$ cat src/source/fifo_pkg.sv
package fifo_pkg;

   // ----------------------------------------
   // fifo geometry
   // ----------------------------------------

   // number of entries in the external memory
   localparam int FIFO_DEPTH = 16;

   // memory address width
   localparam int ADDR_W = $clog2(FIFO_DEPTH);

   // fill count has to reach FIFO_DEPTH itself
   localparam int CNT_W = $clog2(FIFO_DEPTH + 1);

   // ----------------------------------------
   // status thresholds
   // ----------------------------------------

   // almost full at or above this fill level
   localparam int AFULL_LEVEL = 13;

   // almost empty at or below this fill level
   localparam int AEMPTY_LEVEL = 3;

   // ----------------------------------------
   // vector types
   // ----------------------------------------

   // write or read address into the memory
   typedef logic [ADDR_W-1:0] addr_t;

   // number of entries currently held
   typedef logic [CNT_W-1:0] count_t;

endpackage

$ cat src/source/fifo_access_ctrl.sv
`timescale 1ns/1ps

module fifo_access_ctrl (
   input  logic pos_clk,
   input  logic aresetn,

   // raw request strobes
   input  logic we_i,
   input  logic re_i,

   // registered status from the occupancy tracker
   input  logic full_i,
   input  logic empty_i,

   // accepted requests, same cycle as the request
   output logic wr_accept_o,
   output logic rd_accept_o,

   // strobes one cycle after the request
   output logic wack_o,
   output logic dvld_o,
   output logic overflow_o,
   output logic underflow_o
);

   // ----------------------------------------
   // request decode
   // ----------------------------------------

   // requests that hit a full or empty fifo
   logic wr_refused;
   logic rd_refused;

   // write goes through unless full
   assign wr_accept_o = we_i & ~full_i;

   // read goes through unless empty
   assign rd_accept_o = re_i & ~empty_i;

   // refused requests are dropped and only reported
   assign wr_refused = we_i & full_i;
   assign rd_refused = re_i & empty_i;

   // ----------------------------------------
   // write side strobes
   // ----------------------------------------

   // acknowledge of an accepted write
   always_ff @(posedge pos_clk or negedge aresetn) begin
      if (!aresetn) begin
         wack_o <= 1'b0;
      end else begin
         wack_o <= wr_accept_o;
      end
   end

   // write attempted while full
   always_ff @(posedge pos_clk or negedge aresetn) begin
      if (!aresetn) begin
         overflow_o <= 1'b0;
      end else begin
         overflow_o <= wr_refused;
      end
   end

   // ----------------------------------------
   // read side strobes
   // ----------------------------------------

   // memory data is valid the cycle after the read strobe
   always_ff @(posedge pos_clk or negedge aresetn) begin
      if (!aresetn) begin
         dvld_o <= 1'b0;
      end else begin
         dvld_o <= rd_accept_o;
      end
   end

   // read attempted while empty
   always_ff @(posedge pos_clk or negedge aresetn) begin
      if (!aresetn) begin
         underflow_o <= 1'b0;
      end else begin
         underflow_o <= rd_refused;
      end
   end

endmodule

$ cat src/source/fifo_addr_ctr.sv
`timescale 1ns/1ps

module fifo_addr_ctr (
   input  logic            pos_clk,
   input  logic            aresetn,

   // advance by one entry
   input  logic            step_i,

   // current memory address
   output fifo_pkg::addr_t addr_o
);

   // ----------------------------------------
   // next address
   // ----------------------------------------

   // highest valid memory location
   localparam fifo_pkg::addr_t LAST_ADDR = fifo_pkg::addr_t'(fifo_pkg::FIFO_DEPTH - 1);

   fifo_pkg::addr_t addr_d;
   logic            at_last;

   // explicit compare so odd depths wrap too
   assign at_last = (addr_o == LAST_ADDR);

   always_comb begin
      addr_d = addr_o;
      if (step_i) begin
         if (at_last) begin
            addr_d = '0;
         end else begin
            addr_d = addr_o + fifo_pkg::addr_t'(1);
         end
      end
   end

   // ----------------------------------------
   // address register
   // ----------------------------------------

   // moves on the same edge that samples the strobe
   always_ff @(posedge pos_clk or negedge aresetn) begin
      if (!aresetn) begin
         addr_o <= '0;
      end else begin
         addr_o <= addr_d;
      end
   end

endmodule

$ cat src/source/fifo_occupancy.sv
`timescale 1ns/1ps

module fifo_occupancy (
   input  logic             pos_clk,
   input  logic             aresetn,

   // accepted requests from the control
   input  logic             wr_accept_i,
   input  logic             rd_accept_i,

   // number of entries held
   output fifo_pkg::count_t count_o,

   // registered status flags
   output logic             full_o,
   output logic             afull_o,
   output logic             empty_o,
   output logic             aempty_o
);

   // ----------------------------------------
   // level constants
   // ----------------------------------------

   // compare values sized to the count
   localparam fifo_pkg::count_t FULL_CNT   = fifo_pkg::count_t'(fifo_pkg::FIFO_DEPTH);
   localparam fifo_pkg::count_t AFULL_CNT  = fifo_pkg::count_t'(fifo_pkg::AFULL_LEVEL);
   localparam fifo_pkg::count_t AEMPTY_CNT = fifo_pkg::count_t'(fifo_pkg::AEMPTY_LEVEL);

   // ----------------------------------------
   // next count
   // ----------------------------------------

   fifo_pkg::count_t count_d;

   // next flag values
   logic full_d;
   logic afull_d;
   logic empty_d;
   logic aempty_d;

   // accepts are already gated, so no range check here
   always_comb begin
      case ({wr_accept_i, rd_accept_i})
         2'b10: begin
            count_d = count_o + fifo_pkg::count_t'(1);
         end
         2'b01: begin
            count_d = count_o - fifo_pkg::count_t'(1);
         end
         default: begin
            // idle, or write and read cancel out
            count_d = count_o;
         end
      endcase
   end

   // ----------------------------------------
   // flag decode
   // ----------------------------------------

   // flags follow the next count so they line up with count_o
   always_comb begin
      full_d   = (count_d == FULL_CNT);
      empty_d  = (count_d == '0);
      afull_d  = (count_d >= AFULL_CNT);
      aempty_d = (count_d <= AEMPTY_CNT);
   end

   // ----------------------------------------
   // count register
   // ----------------------------------------

   always_ff @(posedge pos_clk or negedge aresetn) begin
      if (!aresetn) begin
         count_o <= '0;
      end else begin
         count_o <= count_d;
      end
   end

   // ----------------------------------------
   // flag registers
   // ----------------------------------------

   // full side, both low out of reset
   always_ff @(posedge pos_clk or negedge aresetn) begin
      if (!aresetn) begin
         full_o  <= 1'b0;
         afull_o <= 1'b0;
      end else begin
         full_o  <= full_d;
         afull_o <= afull_d;
      end
   end

   // empty side, both high out of reset
   always_ff @(posedge pos_clk or negedge aresetn) begin
      if (!aresetn) begin
         empty_o  <= 1'b1;
         aempty_o <= 1'b1;
      end else begin
         empty_o  <= empty_d;
         aempty_o <= aempty_d;
      end
   end

endmodule

$ cat src/source/fifo_sync_top.sv
`timescale 1ns/1ps

module fifo_sync_top (
   input  logic           pos_clk,
   input  logic           aresetn,

   // request strobes from the user side
   input  logic           we_i,
   input  logic           re_i,

   // external memory port
   output logic           mem_we_o,
   output logic           mem_re_o,
   output fifo_pkg::addr_t mem_waddr_o,
   output fifo_pkg::addr_t mem_raddr_o,

   // status flags
   output logic           full_o,
   output logic           afull_o,
   output logic           empty_o,
   output logic           aempty_o,
   output fifo_pkg::count_t count_o,

   // handshake and error strobes
   output logic           wack_o,
   output logic           dvld_o,
   output logic           overflow_o,
   output logic           underflow_o
);

   // ----------------------------------------
   // internal nets
   // ----------------------------------------

   // accepted requests, one cycle wide
   logic wr_accept;
   logic rd_accept;

   // ----------------------------------------
   // request control
   // ----------------------------------------

   // gates requests against the registered flags
   fifo_access_ctrl u_ctrl (
      .pos_clk     (pos_clk),
      .aresetn     (aresetn),
      .we_i        (we_i),
      .re_i        (re_i),
      .full_i      (full_o),
      .empty_i     (empty_o),
      .wr_accept_o (wr_accept),
      .rd_accept_o (rd_accept),
      .wack_o      (wack_o),
      .dvld_o      (dvld_o),
      .overflow_o  (overflow_o),
      .underflow_o (underflow_o)
   );

   // ----------------------------------------
   // memory address counters
   // ----------------------------------------

   // write side steps on accepted writes
   fifo_addr_ctr u_waddr (
      .pos_clk (pos_clk),
      .aresetn (aresetn),
      .step_i  (wr_accept),
      .addr_o  (mem_waddr_o)
   );

   // read side steps on accepted reads
   fifo_addr_ctr u_raddr (
      .pos_clk (pos_clk),
      .aresetn (aresetn),
      .step_i  (rd_accept),
      .addr_o  (mem_raddr_o)
   );

   // ----------------------------------------
   // fill level and flags
   // ----------------------------------------

   fifo_occupancy u_occ (
      .pos_clk     (pos_clk),
      .aresetn     (aresetn),
      .wr_accept_i (wr_accept),
      .rd_accept_i (rd_accept),
      .count_o     (count_o),
      .full_o      (full_o),
      .afull_o     (afull_o),
      .empty_o     (empty_o),
      .aempty_o    (aempty_o)
   );

   // memory strobes are the accepts themselves
   assign mem_we_o = wr_accept;
   assign mem_re_o = rd_accept;

endmodule

$ cat config.mk
export PLATFORM = sky130hd
export DESIGN_NAME = fifo_sync_top
export DESIGN_NICKNAME = d
export VERILOG_FILES = /design/src/source/fifo_pkg.sv /design/src/source/fifo_access_ctrl.sv /design/src/source/fifo_addr_ctr.sv /design/src/source/fifo_occupancy.sv /design/src/source/fifo_sync_top.sv
export SDC_FILE = /design/constraint.sdc
export NUM_CORES = 1
export LEC_CHECK = 0
export BUFFER_PORTS_ARGS = -buffer_cell sky130_fd_sc_hd__buf_2
export CORE_MARGIN = 3
export CORE_UTILIZATION = 45
export DETAILED_ROUTE_END_ITERATION = 10
export GPL_TIMING_DRIVEN = 1
export PLACE_DENSITY_LB_ADDON = 0.1
export SLEW_MARGIN = 20
export SYNTH_ARGS = -nofsm -noshare
export SYNTH_HDL_FRONTEND = slang
export SYNTH_SLANG_ARGS = --single-unit
$ cat constraint.sdc
create_clock -name pos_clk -period 2.2 [get_ports pos_clk]
set_input_delay 0.22 -clock pos_clk [delete_from_list [all_inputs] [get_ports pos_clk]]
set_output_delay 0.22 -clock pos_clk [all_outputs]
set_load 0.01 [all_outputs]
==> results.md, run 1 <==
* Total of buffers placed on input and output ports at 26
* Yosys top cell area share at 0.466
* Slew at the pin closest to its max-slew limit at between 0.4 and 0.5 ns
* Horiz. Die Dim at around 54 um
* Commonest non-fill, non-tap cell in the layout: buf_2
* Setup Total Neg Slack at 0 ns
* Netlist area before placement at 1020 sq um
* Cell total after placement at 145
* Max VDD drop at 0.824 mV
* Status: finished clean
* Multi-input gate area at ~510 sq um
* I/O pins at 27
* Via total after detailed routing at between 700 and 800
* Final Util at 0.637
* Slew Viols, Final at 0
* Synth Net Count at 97
* Fin area at about 1300 sq um
* Highest clock rate at 465 MHz
* Data arrival time of the critical path at about 2.4 ns
* Storage element area at 528 sq um
* Antenna Nets Post-Route at 0
* Effective utilization at floorplan at 0.495
* Via count of the first global-routing pass at 712
* Setup repair after global routing missed its margin: true
* Number of maximum-capacitance violations at 0
* Most common flop cell mapped by yosys: dfrtp_1
* Top cell type by total area after synthesis: dfrtp_1
* Number of instances in the synthesized netlist at 89
* Crit end category: register
* Shortest period the worst path allows at 2.15 ns
* Number of buffers between clock root and the deepest sink at 2
* Cell area reported after detailed placement at 1210 sq um
* Worst hold path type: in2reg
* Mux contribution to synthesized area at 0.0110
* Xor/xnor cell area share of the yosys netlist at 0.0944
* Area added between synthesis and finish at 28.7%
* Maximum fanout along the worst path at 5
* Count of different cell masters after synthesis at 36
* Adder-cell share of the synthesized area at 0.0490
* Number of buffers created by CTS at 3
* Number of levels in the clock H-tree at 1
* Row Count at 16
* Net total in the final layout at 134
* Total power per unit cell area at 1540 nW/um^2
* CP Data Required Time at 2.41 ns
* Full die area at approximately 2900 sq um
* Main combinational cell family by area after synthesis: simple AND/OR/NAND/NOR gates
* Post-synthesis share of cell area spent on and, or, nand and nor gates at 0.156
* Fraction of final layout cells with drive strength greater than 1 at 0.456
* Vertical extent of the die at 53.6 um
* Filler Cell Count at ~170
* Iteration-0 DRC Markers at 14
* Dominant cells by area after synthesis: dfrtp_1, dfstp_2, ha_1, xnor2_1, nand2_1
* Number of antenna violations at the first check in global routing at 0
* Compound-cell area share of the yosys netlist at 0.135
* Startpoint class of the critical path: register
* Total number of clock tree sinks at 21
* Highest-count cells in the layout ignoring fill and taps: buf_2, dfrtp_1, nand2_1
* Post-Route WL at about 1900 um
* Relative slew slack at 0.696
* Post-detailed-route via-to-cell ratio at 5.24
* CTS tree: yes
* Core region area at 2060 sq um
* Post-Synthesis Mean Instance Area at 11.5 sq um
* Worst-case clock skew at 0.00177 ns
* Detailed-routing iteration count for the pre-antenna-repair pass at 4
* Clock slew at the register clock pins of the worst setup and hold paths at 0.11 ns
* Post-detailed-placement half-perimeter wirelength at about 1400 um
* CTS root buf: clkbuf_4
* Total GRT Usage at 0.150
* Endpoints failing hold at 0
* Total setup violations reported at the end of the flow at 0
* CP Class: reg2reg
* Total DRC errors in the routed layout at 0
* Flops & latches, synth at 21
* Largest net degree at the start of global routing at 22
* Post-synthesis async set-or-reset flop share at 1.00
* Worst-Skew Late Latency at 0.29 ns
* Proportion of synthesized chip area in sequential cells at 0.517
* Non-filler cells, final at 152
* Post-DR wirelength/cell at about 12 um
* Placer congestion estimate at 0.739
* Grt ovf at 0
* Number of enable flip-flop cells after synthesis at 0
* Inserted Diodes at 0
* Wire length of the first global-routing pass at 3170 um
* Number of warnings reported in the yosys synthesis log at 0
* Final cycle utilization of the critical path at 0.977
* Leakage power figure at 0.000623 uW
[registers in the layout, indices dropped and copies added (netlist names)]
name                flops
u_occ.aempty_o          1
u_occ.afull_o           1
u_occ.full_o            1
u_ctrl.overflow_o       1
u_ctrl.underflow_o      1
u_occ.count_o           5
u_raddr.addr_o          4
u_occ.empty_o           1
u_ctrl.wack_o           1
u_ctrl.dvld_o           1
u_waddr.addr_o          4
[where the power goes]
part | switching (uW) | internal [uW] | total [uW]
Clock | 105 | 70.5 | 176
Sequential | 175 | 557 | 732
Combinational | 556 | 559 | 1110
[repair_timing]
action                     in CTS  in global routing
setup endpoints to repair       0                  4
gates resized for setup         0                  9
hold endpoints to repair       19                  0
hold buffers                    1                  0
buffers inserted                0                  2
[layer usage]
layer  vias up  share of wire  GRT usage
li1        391              -          -
met1       372           0.45      0.211
met2        30           0.47      0.224
met3         4          0.069     0.0360
met4         0         0.0069     0.0511
met5         -              0          0
[cell type report]
class | count | area share
Multi-Input combinational cell | 62 | 0.391
Sequential cell | 21 | 0.402
Timing Repair Buffer | 35 | 0.152
Clock buffer | 4 | 0.0200
Inverter | 3 | 0.00857
Tap cell | 27 | 0.0257
[worst max-delay path, cell delays in order (launching register included)]
cell,delay (ns)
dfstp_2,0.55
nand2b_4,0.14
inv_2,0.05
ha_4,0.14
or3_1,0.34
a31o_1,0.19
a31o_4,0.26
xnor2_4,0.16
nor4b_2,0.24
[logic make-up (layout without fill, tap and decap cells)]
| group | Yosys count | after routing |
|---|---|---|
| AOI/OAI and AO/OA | 20 | 20 |
| and+or+nand+nor | 29 | 29 |
| muxes | 1 | 1 |
| DFF | 21 | 21 |
| adders and majority gates | 4 | 4 |
| buffers and inverters | 6 | 42 |
| xor gates and xnor gates | 8 | 8 |
[synth_stat cells, types with 2 or more instances]
cell type and number:
ha_1 4, inv_2 2, a311oi_1 2, nand4_1 3, a31o_1 2, xnor2_1 5, and2_1 2, or3_1 2
nand2_1 11, dfstp_2 2, o21ai_0 4, a21o_1 2, nor2_1 3, buf_6 2, dfrtp_1 19, a21oi_1 4
[final timing paths]
kind	end	depth (start not counted)	slack, ns	start
hold / removal	u_ctrl.overflow_o$_DFF_PN0_	2	0.18	we_i
min in group asynchronous	u_waddr.addr_o[3]$_DFFE_PN0P_	2	0.41	aresetn
max in group asynchronous	u_occ.empty_o$_DFF_PN1_	2	1.45	aresetn
hold reg to reg	u_waddr.addr_o[3]$_DFFE_PN0P_	1	0.52	u_waddr.addr_o[3]$_DFFE_PN0P_
setup reg to reg	u_occ.full_o$_DFF_PN0_	8	0.05	u_occ.empty_o$_DFF_PN1_
setup / recovery	u_occ.full_o$_DFF_PN0_	8	0.05	u_occ.empty_o$_DFF_PN1_
[per-stage QoR]
stage	hold WS, ns	setup slack, ns	power (uW)
floorplan	-0.0756	0.0240	1430
global placement	0.197	0.0782	1710
detailed placement	0.200	0.0474	1730
CTS	0.154	0.0274	1910
global route	0.166	-0.0954	2200
finish	0.180	0.0508	2020
(Power assumes the default switching activity.)
==> run 2: changes to the inputs <==
--- a/config.mk
+++ b/config.mk
@@ -8,5 +8,5 @@
 export BUFFER_PORTS_ARGS = -buffer_cell sky130_fd_sc_hd__buf_2
 export CORE_MARGIN = 3
-export CORE_UTILIZATION = 45
+export CORE_UTILIZATION = 46
 export DETAILED_ROUTE_END_ITERATION = 10
 export GPL_TIMING_DRIVEN = 1
@@ -15,3 +15,4 @@
 export SYNTH_ARGS = -nofsm -noshare
 export SYNTH_HDL_FRONTEND = slang
+export SYNTH_HIERARCHICAL = 1
 export SYNTH_SLANG_ARGS = --single-unit
==> constraint.sdc (replaced) <==
create_clock -name pos_clk -period 2.2 [get_ports pos_clk]
set_input_delay 0 -clock pos_clk [delete_from_list [all_inputs] [get_ports pos_clk]]
set_output_delay 0 -clock pos_clk [all_outputs]
set_load 0.01 [all_outputs]
==> run 2 against run 1 <==
Against the previous run: register-to-register slack got worse by 0.04 ns; critical path type unchanged; clock-buffer cell count unchanged; maximum frequency decreased by 1.8%; synthesized area increased by 2.9%.
==> results.md, run 2 <==
* Status: finished clean
* Iteration-0 DRC Markers at 14
* Full die area at 2890 sq um
* Synth Net Count at 103
* Total GRT Usage at 0.157
* Worst hold path type: in2async
* Endpoints failing hold at 0
* Post-Route WL at 1980 um
* Setup Total Neg Slack at 0 ns
* Maximum fanout along the worst path at 5
* Flops & latches, synth at 21
* Number of buffers created by CTS at 3
* Largest registers: u_occ/count_o (5), u_raddr/addr_o (4), u_waddr/addr_o (4)
* Worst-case clock skew at roughly 0.009 ns
* Relative slew slack at 0.702
* Detailed-routing iteration count for the pre-antenna-repair pass at 4
* Post-detailed-route via-to-cell ratio at 5.20
* Worst-Skew Late Latency at ~0.3 ns
* Total setup violations reported at the end of the flow at 0
* Number of buffers between clock root and the deepest sink at 2
* Effective utilization at floorplan at 0.510
* Worst setup path startpoint: u_occ/empty_o$_DFF_PN1_
* Highest-count cells in the layout ignoring fill and taps: buf_2, dfrtp_1, buf_4
* Number of antenna violations at the first check in global routing at 0
* Fraction of final layout cells with drive strength greater than 1 at 0.455
* Net total in the final layout at 142
* Register with the most flip-flops: u_occ/count_o
* Max VDD drop at just over 0.9 mV
* Total power per unit cell area at about 1500 nW/um^2
* Grt ovf at 0
* Met1 track demand over resource in global routing at 0.190
* Synth cell count leaders: dfrtp_1, inv_1
* Via total after detailed routing at 827
* Post-detailed-placement half-perimeter wirelength at 1450 um
* Setup repair after global routing missed its margin: true
* Netlist area before placement at 1050 sq um
* Largest net degree at the start of global routing at 22
* Inserted Diodes at 0
* Total power of the final layout at 1980 uW
* Shortest period the worst path allows at 2.19 ns
* CP Data Required Time at 2.40 ns
* Total DRC errors in the routed layout at 0
* Commonest non-fill, non-tap cell in the layout: buf_2
* Most common flop cell mapped by yosys: dfrtp_1
* I/O pins at 27
* CTS tree: yes
* Placer congestion estimate at 0.823
* Row Count at 16
* Most Crowded Layer GR: met2
* Number of instances in the synthesized netlist at 94
* CTS root buf: clkbuf_4
* Via count of the first global-routing pass at between 700 and 800
* Non-filler cells, final at 159
* Count of different cell masters after synthesis at 37
* Wire length of the first global-routing pass at 3250 um
* Vertical extent of the die at 53.8 um
* Most numerous cell in the Yosys netlist: dfrtp_1
* Number of warnings reported in the yosys synthesis log at 6
* Crit end category: register
* Horiz. Die Dim at around 54 um
* Antenna Nets Post-Route at 0
* Number of enable flip-flop cells after synthesis at 0
* Leakage power figure at 0.000641 uW
* Cell total after placement at 149
* Core region area at slightly above 2000 sq um
* Met3 track demand over resource in global routing at 0.0499
* Slew at the pin closest to its max-slew limit at 0.447 ns
* Post-synthesis async set-or-reset flop share at 1.00
* Number of maximum-capacitance violations at 0
* Dominant cells by area after synthesis: dfrtp_1, ha_1, dfstp_2, xnor2_1, mux2_2
* Top cell type by total area after synthesis: dfrtp_1
* Slew Viols, Final at 0
* Clock slew at the register clock pins of the worst setup and hold paths at about 0.12 ns
* Yosys top cell area share at 0.452
* Number of flip-flops under the largest register name at 5
* Total number of clock tree sinks at 21
* Startpoint class of the critical path: register
* CP Class: reg2reg
* Data arrival time of the critical path at about 2.4 ns
* Post-Synthesis Mean Instance Area at 11.2 sq um
* Post-DR wirelength/cell at 12.4 um
* Met2 layer usage reported by global route at 0.264
* Number of levels in the clock H-tree at 1
* Highest clock rate at 457 MHz
* Total of buffers placed on input and output ports at 26
* Origin of the critical flop-to-flop path: u_occ/empty_o$_DFF_PN1_
* Area added between synthesis and finish at 28.5%
* Proportion of synthesized chip area in sequential cells at 0.502
* Final cycle utilization of the critical path at 0.995
## run 2: final timing paths
check | to | slack [ns] | cells past startpoint
worst max-delay path | u_occ/afull_o$_DFF_PN0_ | 0.01 | 9
worst min-delay path | u_waddr/addr_o[1]$_DFFE_PN0P_ | 0.18 | 2
worst max register to register | u_occ/afull_o$_DFF_PN0_ | 0.01 | 9
worst min register to register | u_waddr/addr_o[3]$_DFFE_PN0P_ | 0.51 | 1
max in group asynchronous | u_occ/empty_o$_DFF_PN1_ | 1.69 | 2
min in group pos_clk | u_ctrl/underflow_o$_DFF_PN0_ | 0.50 | 3
## run 2: critical path: stages, from the launching register on
cell     delay (ns)
dfstp_2        0.54
and2b_4        0.20
ha_4           0.17
xor2_1         0.14
ha_2           0.21
a21oi_2        0.13
mux2i_1        0.23
xnor2_1        0.18
inv_1          0.08
a31o_1         0.21
## run 2: per-layer routing
metal,vias to the layer above,wire length (um)
met5,-,0
met4,0,20
met3,2,127
met2,25,983
met1,397,846
li1,403,-
## run 2: kinds of logic after synthesis
| group | share of synthesized area |
|---|---|
| AO/OA/AOI/OAI | 0.136 |
| XOR/XNOR | 0.0500 |
| adder cells (fa/ha/maj) | 0.0595 |
| buffers and inverters | 0.0440 |
| flip-flops | 0.502 |
| multiplexers | 0.0417 |
| AND/OR/NAND/NOR | 0.167 |
## run 2: what timing repair did
action,CTS,global route
cloned,0,0
hold buffers,3,0
pin swaps,2,3
endpoints found under the setup margin,2,5
resized for setup,0,2
hold endpoints to repair,23,0
buffers inserted,1,2
## run 2: power by group
part           leakage, uW  internal [uW]  switching, uW
Combinational     0.000374            520            533
Sequential        0.000252            558            182
Clock            0.0000150           70.6            111
## run 2: final cells by class
| cell class | instances | area [sq um] |
|---|---|---|
| Inverter | 6 | 25.0 |
| Timing Repair Buffer | 37 | 220 |
| Fill cell | 163 | 712 |
| Clock buffer | 4 | 26.3 |
| Tap cell | 27 | 33.8 |
| Multi-Input combinational cell | 64 | 517 |
| Sequential cell | 21 | 528 |
## run 2: through the flow
stage | util | area (sq um) | setup slack, ns | hold WS [ns]
2_1_floorplan | - | 1090 | -0.0168 | -0.296
3_3_place_gp | 0.612 | 1260 | 0.0125 | -0.0299
3_5_place_dp | 0.612 | 1260 | -0.0275 | -0.0219
4_1_cts | 0.643 | 1330 | 0.00493 | 0.177
5_1_grt | 0.655 | 1350 | -0.121 | 0.229
6_report | 0.655 | 1350 | 0.0103 | 0.175
==> run 3: changes to the inputs <==
CORE_UTILIZATION = 55   (was 46)
clock period = 2.8 ns   (was 2.2 ns; I/O delays follow)
==> run 3 against run 2 <==
Against the previous run: routed wire length decreased by 2.1%; sequential power decreased by 21%; first-iteration DRC count increased by 50%; clock power decreased by 19%; cell count decreased by 6.3%; largest power group unchanged; global-route usage increased by 1.9 points; clock-buffer cell count decreased by 1; utilization increased by 5.3 points; clock skew decreased by 0.0062 ns; combinational power decreased by 30%; register-to-register slack improved by 0.23 ns.
==> results.md, run 3 (same netlist as run 2, synthesis figures left out) <==
* Status: finished clean
* Highest-count cells in the layout ignoring fill and taps: buf_2, dfrtp_1, inv_1
* Net total in the final layout at 134
* Crit path cell chain: and2b_2 > ha_2 > xor2_1 > ha_1 > a21oi_1 > mux2i_1 > xnor2_1 > inv_1 > a31o_1
* Row Count at 15
* Met1 track demand over resource in global routing at 0.221
* Post-detailed-route via-to-cell ratio at 5.40
* Crit path buffers/inverters at 1
* CP Class: reg2reg
* Filler Cell Count at 157
* Horiz. Die Dim at just under 50 um
* Total power per unit cell area at between 1000 and 1500 nW/um^2
* Final Util at 0.708
* Total number of clock tree sinks at 21
* Number of levels in the clock H-tree at 1
* Antenna Nets Post-Route at 0
* Setup Total Neg Slack at 0 ns
* Relative contribution of the clock network to total power at 0.100
* Startpoint class of the critical path: register
* Total of buffers placed on input and output ports at 26
* Cell internal pwr at ~830 uW
* Via total after detailed routing at 805
* Final cycle utilization of the critical path at 0.915
* Grt ovf at 0
* Endpoints failing hold at 0
* Largest delay share family, worst path: flip-flops
* Relative contribution of sequential cells to total power at 0.396
* Origin of the critical flop-to-flop path: u_occ/empty_o$_DFF_PN1_
* Effective utilization at floorplan at 0.596
* CP Data Required Time at 3.01 ns
* Worst-Skew Late Latency at 0.31 ns
* Wire length of the first global-routing pass at 3360 um
* Crit end category: register
* Data arrival time of the critical path at 2.77 ns
* Number of buffers between clock root and the deepest sink at 2
* Commonest non-fill, non-tap cell in the layout: buf_2
* Max VDD drop at 0.738 mV
* Met2 layer usage reported by global route at 0.300
* Worst hold path type: in2async
* Placer congestion estimate at 0.812
* Number of buffers created by CTS at 3
* Largest registers: u_occ/count_o (5), u_raddr/addr_o (4), u_waddr/addr_o (4)
* Largest net degree at the start of global routing at 22
* Slew Viols, Final at 0
* Met3 track demand over resource in global routing at 0.0393
* Area added between synthesis and finish at 18.8%
* Total GRT Usage at 0.176
* Post-DR wirelength/cell at 13.0 um
* Setup repair after global routing missed its margin: false
* FF-to-FF setup slack at 0.24 ns
* Endpoint of the most critical register-to-register path: u_occ/afull_o$_DFF_PN0_
* FF-to-FF path depth at 9
* CTS tree: yes
* Maximum fanout along the worst path at 10
* Clock slew at the register clock pins of the worst setup and hold paths at 0.12 ns
* Shortest period the worst path allows at ~2.6 ns
* Critical Path Slowest Stage Cell: dfstp_2
* Total setup violations reported at the end of the flow at 0
* Switching power at 634 uW
* Number of antenna violations at the first check in global routing at 0
* Via count of the first global-routing pass at 774
* Post-detailed-placement half-perimeter wirelength at 1370 um
* Number of flip-flops under the largest register name at 5
* Relative slew slack at 0.704
* Post-Route WL at 1940 um
* Core region area at 1760 sq um
* Sw frac at 0.432
* CTS root buf: clkbuf_4
* Vertical extent of the die at 49.7 um
* Full die area at 2470 sq um
* Number of maximum-capacitance violations at 0
* Register with the most flip-flops: u_occ/count_o
* Fraction of final layout cells with drive strength greater than 1 at 0.379
* Iteration-0 DRC Markers at 21
* Worst-case clock skew at 0.00308 ns
* Slew at the pin closest to its max-slew limit at 0.443 ns
* Most Crowded Layer GR: met2
* Post-CTS repair timing setup buffer count at 0
* I/O pins at 27
* Combinational share of power at 0.504
* Slowest stage delay, CP at 0.56 ns
* Leakage power figure at between 0.0005 and 0.0006 uW
* Inserted Diodes at 0
* Detailed-routing iteration count for the pre-antenna-repair pass at 4
* Total DRC errors in the routed layout at 0
* Highest clock rate at 390 MHz
==> run 3: power by group through the flow <==
stage / Sequential, uW / Clock [uW] / Combinational [uW]
final: 581 / 147 / 740
after global routing: 608 / 164 / 826
after CTS: 583 / 154 / 740
after detailed placement: 586 / 0 / 730
after global placement: 579 / 0 / 714
after floorplan: 618 / 0 / 484
==> run 3: stage by stage <==
step | worst slack, ns | instance area, sq um | hold WS (ns) | instances | total power [uW]
after CTS | 0.166 | 1250 | 0.165 | 149 | 1480
final | 0.237 | 1250 | 0.153 | 149 | 1470
after detailed placement | 0.203 | 1190 | -0.0284 | 142 | 1320
after floorplan | 0.365 | 1050 | -0.296 | 94 | 1100
after global placement | 0.273 | 1190 | -0.0262 | 142 | 1290
after global routing | 0.0678 | 1250 | 0.187 | 149 | 1600
==> run 3: repair_timing <==
item                                    in CTS  in global routing
resized for setup                            0                  1
hold buffers                                 3                  0
endpoints found under the hold margin       23                  0
endpoints found under the setup margin       0                  2
==> run 3: worst max path at each step <==
stage / start / to / slack [ns] / cells after the start
after global placement: u_occ/empty_o$_DFF_PN1_ / u_occ/afull_o$_DFF_PN0_ / 0.27 / 9
after detailed placement: u_occ/empty_o$_DFF_PN1_ / u_occ/afull_o$_DFF_PN0_ / 0.20 / 9
after CTS: u_occ/empty_o$_DFF_PN1_ / u_occ/afull_o$_DFF_PN0_ / 0.17 / 9
after global routing: u_occ/empty_o$_DFF_PN1_ / u_occ/afull_o$_DFF_PN0_ / 0.07 / 9
final: u_occ/empty_o$_DFF_PN1_ / u_occ/afull_o$_DFF_PN0_ / 0.24 / 9
after floorplan: u_occ/empty_o$_DFF_PN1_ / u_occ/afull_o$_DFF_PN0_ / 0.36 / 10
==> run 3: layer usage <==
metal	part of all wire	up-vias
met4	0.014	0
met5	0	-
met2	0.49	28
li1	-	390
met3	0.056	2
met1	0.44	385
==> run 3: area by class of cell <==
cell class                 count  area (sq um)  area share
timing repair buffer          29           160       0.128
clock buffer                   3          22.5      0.0180
multi-input combinational     64           479       0.384
sequential                    21           528       0.423
clock inverter                 1          5.00     0.00401
inverter                       6          22.5      0.0180
tap                           25          31.3      0.0251
==> run 3: worst reg2reg max path, cell delays in order, from the launching register on <==
cell and delay [ns]:
dfstp_2 0.56, and2b_2 0.29, ha_2 0.26, xor2_1 0.18
ha_1 0.22, a21oi_1 0.17, mux2i_1 0.30, xnor2_1 0.20
inv_1 0.09, a31o_1 0.20
